**config.mk**
```make
export PLATFORM = sky130hd
export DESIGN_NAME = umiram_ctrl
export DESIGN_NICKNAME = d
export VERILOG_FILES = /design/src/rtl/umi_pkg.sv /design/src/rtl/umiram_ctrl.sv
export SDC_FILE = /design/constraint.sdc
export NUM_CORES = 1
export LEC_CHECK = 0
export ABC_AREA = 1
export ABC_CLOCK_PERIOD_IN_PS = 14000
export BUFFER_PORTS_ARGS = -buffer_cell sky130_fd_sc_hd__buf_2
export CAP_MARGIN = 20
export CORE_AREA = 2 2 108 110
export CTS_CLUSTER_DIAMETER = 30
export DETAILED_ROUTE_END_ITERATION = 7
export DIE_AREA = 0 0 110 112
export PLACE_DENSITY = 0.78
export SLEW_MARGIN = 20
export SYNTH_ARGS = -nofsm -noshare
export SYNTH_HDL_FRONTEND = slang
export SYNTH_SLANG_ARGS = --single-unit
```
**constraint.sdc**
```tcl
create_clock -name clk -period 14 [get_ports clk]
set_input_delay 0.7 -clock clk [delete_from_list [all_inputs] [get_ports clk]]
set_output_delay 0.7 -clock clk [all_outputs]
set_load 0.1 [all_outputs]
```
**src/rtl/umi_pkg.sv**
```systemverilog
package umi_pkg;

    // whole transaction packet
    typedef logic [255:0] umi_packet_t;

    // field types
    typedef logic [7:0]  umi_opcode_t;
    typedef logic [3:0]  umi_size_t;
    typedef logic [19:0] umi_user_t;
    typedef logic [63:0] umi_addr_t;
    typedef logic [95:0] umi_data_t;

    // field positions inside the packet
    localparam int UMI_OPCODE_LSB = 0;
    localparam int UMI_SIZE_LSB   = 8;
    localparam int UMI_USER_LSB   = 12;
    localparam int UMI_DST_LSB    = 32;
    localparam int UMI_SRC_LSB    = 96;
    localparam int UMI_DATA_LSB   = 160;

    // request opcodes
    localparam umi_opcode_t OP_READ         = 8'h08;
    localparam umi_opcode_t OP_WRITE_POSTED = 8'h01;
    localparam umi_opcode_t OP_WRITE_ACK    = 8'h05;

    // response opcodes
    localparam umi_opcode_t OP_RESP_READ    = 8'h02;
    localparam umi_opcode_t OP_RESP_ACK     = 8'h06;

    // endpoint controller states
    typedef enum logic [1:0] {
        // waiting for a request
        ST_IDLE = 2'd0,
        // response being formed, memory word in flight
        ST_READ = 2'd1,
        // response offered on the transmit channel
        ST_RESP = 2'd2
    } ram_state_e;

endpackage
```
**src/rtl/umiram_ctrl.sv**
```systemverilog
`timescale 1ns/1ns

module umiram_ctrl #(
    parameter int ADDR_WIDTH = 8
) (
    input  logic                  clk,
    input  logic                  arst_n,
    input  logic                  rx_valid,
    output logic                  rx_ready,
    input  logic                  cmd_read,
    input  logic                  cmd_write_posted,
    input  logic                  cmd_write_ack,
    input  umi_pkg::umi_addr_t    rx_dstaddr,
    input  umi_pkg::umi_addr_t    rx_srcaddr,
    output logic                  mem_we,
    output logic                  mem_re,
    output logic [ADDR_WIDTH-1:0] mem_addr,
    output logic                  resp_load,
    output logic                  resp_is_read,
    output umi_pkg::umi_addr_t    resp_dstaddr,
    output umi_pkg::umi_addr_t    resp_srcaddr,
    output logic                  tx_valid,
    input  logic                  tx_ready
);
    import umi_pkg::*;

    ram_state_e state;
    ram_state_e state_next;

    logic rx_fire;
    logic needs_resp;

    // receive handshake
    assign rx_ready   = (state == ST_IDLE);
    assign rx_fire    = rx_valid && rx_ready;
    assign needs_resp = cmd_read || cmd_write_ack;

    // memory strobes straight from the accepted request
    // upper address bits are ignored
    assign mem_we   = rx_fire && (cmd_write_posted || cmd_write_ack);
    assign mem_re   = rx_fire && cmd_read;
    assign mem_addr = rx_dstaddr[ADDR_WIDTH-1:0];

    // read word is valid one cycle after acceptance
    assign resp_load = (state == ST_READ);
    assign tx_valid  = (state == ST_RESP);

    always_comb begin
        state_next = state;
        case (state)
            ST_IDLE: begin
                // posted writes and unknown opcodes stay here
                if (rx_fire && needs_resp) begin
                    state_next = ST_READ;
                end
            end
            ST_READ: begin
                state_next = ST_RESP;
            end
            ST_RESP: begin
                if (tx_ready) begin
                    state_next = ST_IDLE;
                end
            end
            default: begin
                state_next = ST_IDLE;
            end
        endcase
    end

    always_ff @(posedge clk or negedge arst_n) begin
        if (!arst_n) begin
            state <= ST_IDLE;
        end else begin
            state <= state_next;
        end
    end

    // response goes back to the requester, source and destination swap
    always_ff @(posedge clk) begin
        if (rx_fire && needs_resp) begin
            resp_dstaddr <= rx_srcaddr;
            resp_srcaddr <= rx_dstaddr;
            resp_is_read <= cmd_read;
        end
    end

endmodule

```
==> summary.md, run 1 <==
| Metric | Value |
|---|---|
| Outcome | `finished clean` |
| Critical Path AT | `1600 ps` |
| Total Power | `1.32 mW` |
| Longest Clk Path Bufs | `2` |
| Least-Margin Pin Slew | `830 ps` |
| Via density | `4.20` |
| CTS Sinks | `131` |
| Num CTS Buffers | `17` |
| TNS Setup | `0 ps` |
| Worst skew pair latency | `400 ps` |
| Mapped Area | `0.00405 mm²` |
| Peak supply drop | `162 µV` |
| Largest net degree at the start of global routing | `67` |
| DR WL met3 | `1040 µm` |
| CTS Root Cell | `clkbuf_16` |
| Most common cell in the netlist | `edfxtp_1` |
| WL met2 | `4980 µm` |
| Vias | `2,518` |
| CTS tree | `built` |
| CP Capture Type | `output port` |
| Total grt overflow | `0` |
| Post-synth EDFFs | `129` |
| Top routing layer used | `met4` |
| H-tree depth | `4` |
| WP data required | `13,300 ps` |
| Relative slew slack | `0.447` |
| Placed instance area | `0.00558 mm²` |
| Yosys warns | `0` |
| Top achievable clock speed | `0.435 GHz` |
| First-pass DRT Iterations | `4` |
| DR WL/cell | `15.9 µm` |
| Final Max Slew Viols | `0` |
| Postcts setup bufs | `0` |
| Total wire length | `9540 µm` |
| Nets | `579` |
| Top cell type's share of synthesized area | `0.956` |
| Cell taking the most area after synthesis | `edfxtp_1` |
| Wire length on met1 | `3360 µm` |
| Clock Pin Slew Worst Setup and Hold Paths | `60 ps` |
| Ports | `277` |
| Average size of a mapped cell | `26.1 µm²` |
| Period utilization | `0.164` |
| DRC violations left | `0` |
| Post-CTS Resized | `0` |
| Die Ht | `112 µm` |
| Hpwl dp | `7200 µm` |
| Post-route cell area | `0.00617 mm²` |
| Sequential fraction of the synthesis area | `0.968` |
| Post-layout min period | `2300 ps` |
| Initial antenna violation count | `0` |
| Cells after synthesis | `155` |
| Post-Syn Nets | `290` |
| Initial core utilization | `0.363` |
| Top cells by count, synth | `edfxtp_1 (129), buf_4 (8), nor2_1 (8)` |
| PD cells | `214 mW/mm²` |
| Antenna-violating nets left | `0` |
| Core Footprint | `0.0112 mm²` |
| CP Max Fanout | `4` |
| Total die area | `0.0123 mm²` |
| Largest cells by area after synthesis | `edfxtp_1 (96%), buf_4 (1.5%), dfrtp_1 (1.2%)` |
| Count of different cell masters after synthesis | `9` |
| Starting DRT DRC Count | `55` |
| Number of synthesized register bits | `131` |
| Global Route Usage Sum | `0.153` |
| Number of max-cap violations | `0` |
| Hold Buf Count CTS | `0` |
| Layout cells sized above 1 | `0.678` |
| Ant. Diodes | `0` |
| Setup violations, final | `0` |
| Fill count | `902` |
| First-pass GRT wire length | `13,500 µm` |
| Multi-input logic area | `61.3 µm²` |
| Gp weighted congestion | `0.715` |
| Number of global-route vias before repair | `2,658` |
| Reg2reg path depth | `4` |
| Fin Clk Skew | `6.34 ps` |
| Die X | `110 µm` |
| Synth Flop Type | `edfxtp_1` |
| Area grow syn2layout | `52.2%` |
| Post-synth ARST share | `0.0153` |
| I/O Buffers | `276` |
| Critical setup path kind | `flip-flop to output port` |
| Critical path startpoint category | `flip-flop` |
| Num rows | `39` |
| Lkg Pwr | `2.65 nW` |
| Sequential cell area | `0.00392 mm²` |
| Hold WC Path Type | `primary input to async pin` |
| Final Hold Violating Endpoints | `0` |
| RSZ-0062 raised after global routing | `false` |
==> per-layer routing <==
metal	track usage	up-vias
met3	0.0761	13
met1	0.156	1169
met2	0.259	160
met5	0	-
met4	0.0675	0
li1	-	1176
==> layout by cell type (no fill, tap or decap) <==
master      Yosys  final
clkbuf_16       0     17
clkinv_1        0      2
clkinv_4        0      3
clkbuf_1        0      1
edfxtp_1      129    129
nor2_2          1      1
inv_1           4      4
clkinv_2        0      2
nor2_4          0      1
nand3b_1        1      1
clkinvlp_4      0      4
nor2_1          8      7
bufinv_16       0      3
buf_4           8      2
dfrtp_1         2      2
buf_2           0    276
nand2_2         1      1
nand2_1         1      1
==> path summary, 6_finish.rpt <==
| kind | slack (ps) | startpoint | to |
|---|---|---|---|
| hold reg to reg | 570 | state[1] | state[1] |
| max in group asynchronous | 13820 | arst_n | state[0] |
| setup / recovery | 11700 | state[1] | mem_re |
| min in group clk | 470 | rx_dstaddr[20] | resp_srcaddr[20] |
| hold / removal | 80 | arst_n | state[1] |
| setup reg to reg | 12160 | state[1] | resp_dstaddr[26] |
==> flip-flops by register name (all words and copies together), names as in the netlist <==
name,count
resp_dstaddr,64
state,2
resp_is_read,1
resp_srcaddr,64
==> worst max-delay path: stages, from the launching register on <==
cell	delay (ps)
dfrtp_1	410
nor2_2	150
nand2_2	110
nor2_1	110
buf_2	430
==> power by group <==
group	internal, mW	leakage, nW	switching (mW)
clock network	0.279	0.277	0.159
registers	0.485	1.23	0.0106
logic	0.0419	1.14	0.343
total	0.806	2.65	0.513
==> stage by stage <==
| step | std cells | hold slack, ps | worst slack (ps) | util |
|---|---|---|---|---|
| CTS | 600 | 60.9 | 11670 | 0.552 |
| floorplan | 155 | 404 | 6570 | - |
| detailed placement | 568 | 493 | 11890 | 0.499 |
| global route | 600 | 51.7 | 11630 | 0.552 |
| finish | 600 | 80.1 | 11700 | 0.552 |
| global placement | 568 | 487 | 11900 | 0.499 |
==> cell families after synthesis <==
group | Yosys count | synth area share
buffers and inverters | 12 | 0.0185
DFF | 131 | 0.968
and+or+nand+nor | 12 | 0.0133
==> area by class of cell <==
class,count,share of cell area
Clock inverter,14,0.0266
Inverter,4,0.00243
Timing Repair Buffer,278,0.226
Sequential cell,131,0.636
Multi-Input combinational cell,12,0.00994
Clock buffer,18,0.0696
Tap cell,143,0.0290
No activity file was read; power rests on OpenSTA's default activity.
==> run 2: changes to the inputs <==
Settings changed: ABC_CLOCK_PERIOD_IN_PS 14000 to 2100, CORE_AREA 2 2 108 110 to default, CORE_MARGIN from default to 2, CORE_UTILIZATION from default to 37, DIE_AREA 0 0 110 112 to default, PLACE_DENSITY 0.78 to 0.82.
Clock period 14 ns to 2.1 ns, I/O delays scaled along.
==> run 2 against run 1 <==
  * The run now fails in clock tree synthesis
  * Synthesized cell count did not move
  * Synthesized area did not move
==> summary.md, run 2 <==
| Metric | Value |
|---|---|
| Post-Syn Nets | `290` |
| Ports | `277` |
| Post-CTS Resized | `0` |
| Adder-cell area share of the yosys netlist | `0` |
| Initial core utilization | `0.377` |
| Number of synthesized register bits | `131` |
| Outcome | `did not finish` |
| Hold Buf Count CTS | `121` |
| Gp weighted congestion | `0.764` |
| Cells after synthesis | `155` |
| Count of different cell masters after synthesis | `9` |
| H-tree depth | `4` |
| Largest cells by area after synthesis | `edfxtp_1 (96%), buf_4 (1.5%), dfrtp_1 (1.2%)` |
| I/O Buffers | `276` |
| Die X | `109 µm` |
| CTS Sinks | `131` |
| Most common cell in the netlist | `edfxtp_1` |
| Longest Clk Path Bufs | `2` |
| Postcts setup bufs | `0` |
| Xor and xnor area share after synthesis | `0` |
| Compound-Gate Fraction of Synth Area | `0` |
| Mapped Area | `0.00405 mm²` |
| Top cell type's share of synthesized area | `0.956` |
| Hpwl dp | `7570 µm` |
| Fail Step | `clock tree synthesis` |
| Error | `[ERROR RSZ-0060] Max buffer count reached.` |
| Post-synth ARST share | `0.0153` |
| Main combinational cell family by area after synthesis | `buffers and inverters` |
| Average size of a mapped cell | `26.1 µm²` |
| Sequential fraction of the synthesis area | `0.968` |
| Multiplexer share of the synthesized area | `0` |
| Num CTS Buffers | `17` |
| Synth Area in Simple Gates | `0.0133` |
| Yosys warns | `0` |
| Cell taking the most area after synthesis | `edfxtp_1` |
| Synth Flop Type | `edfxtp_1` |
| Die Ht | `109 µm` |
| Top cells by count, synth | `edfxtp_1 (129), buf_4 (8), nor2_1 (8)` |
| Post-synth EDFFs | `129` |
| CTS Root Cell | `clkbuf_8` |
| Num rows | `38` |
-- run 2: through the flow --
step	setup slack (ps)	instance area (µm²)	hold WS (ps)	std cells
global placement	395	5640	-110	570
detailed placement	348	5640	-108	570
floorplan	-1390	4070	-191	155
-- run 2: logic make-up after synthesis --
family,Yosys count
flip-flops,131
buffers and inverters,12
AND/OR/NAND/NOR,12
==> run 3: changes to the inputs <==
Settings changed: ABC_CLOCK_PERIOD_IN_PS 2100 to 2700, CORE_AREA from default to 2 2 107 109, CORE_MARGIN 2 to default, CORE_UTILIZATION 37 to default, CTS_CLUSTER_DIAMETER 30 to default, DIE_AREA from default to 0 0 109 111, PLACE_DENSITY 0.82 to default, PLACE_DENSITY_LB_ADDON from default to 0.15.
Clock period 2.1 ns to 2.7 ns, I/O delays scaled along.
==> run 3 against run 2 <==
  * The flow again stops in clock tree synthesis
  * Synthesized cell count unchanged
  * Synthesized area is the same
==> summary.md, run 3 <==
| Metric | Value |
|---|---|
| Post-Syn Nets | `290` |
| Cell taking the most area after synthesis | `edfxtp_1` |
| Yosys warns | `0` |
| Gp weighted congestion | `0.750` |
| Outcome | `did not finish` |
| Cells after synthesis | `155` |
| Largest cells by area after synthesis | `edfxtp_1 (96%), buf_4 (1.5%), dfrtp_1 (1.2%)` |
| Num rows | `39` |
| Mapped Area | `0.00405 mm²` |
| I/O Buffers | `276` |
| Postcts setup bufs | `0` |
| Most common cell in the netlist | `edfxtp_1` |
| Synth Flop Type | `edfxtp_1` |
| CTS Root Cell | `clkbuf_16` |
| Count of different cell masters after synthesis | `9` |
| Post-CTS Resized | `0` |
| Post-synth EDFFs | `129` |
| Top cell type's share of synthesized area | `0.956` |
| Hold Buf Count CTS | `120` |
| CTS Sinks | `131` |
| Ports | `277` |
| Top cells by count, synth | `edfxtp_1 (129), buf_4 (8), nor2_1 (8)` |
| Pre-CTS setup slack | `1080 ps` |
| Number of synthesized register bits | `131` |
| Die Ht | `111 µm` |
| Initial core utilization | `0.366` |
| Error | `[ERROR RSZ-0060] Max buffer count reached.` |
| Die X | `109 µm` |
| Sequential fraction of the synthesis area | `0.968` |
| Post-synth ARST share | `0.0153` |
| Fail Step | `clock tree synthesis` |
| H-tree depth | `4` |
| Longest Clk Path Bufs | `2` |
| Num CTS Buffers | `17` |
| Hpwl dp | `7300 µm` |
| Average size of a mapped cell | `26.1 µm²` |
run 3: logic make-up after synthesis:
family	Yosys count	synth area share
buffers and inverters	12	0.0185
DFF	131	0.968
and+or+nand+nor	12	0.0133
run 3: through the flow:
stage | utilization | hold slack, ps | instances | area (µm²)
detailed placement | 0.505 | -69.6 | 568 | 5590
global placement | 0.505 | -78.7 | 568 | 5590
floorplan | - | -161 | 155 | 4070
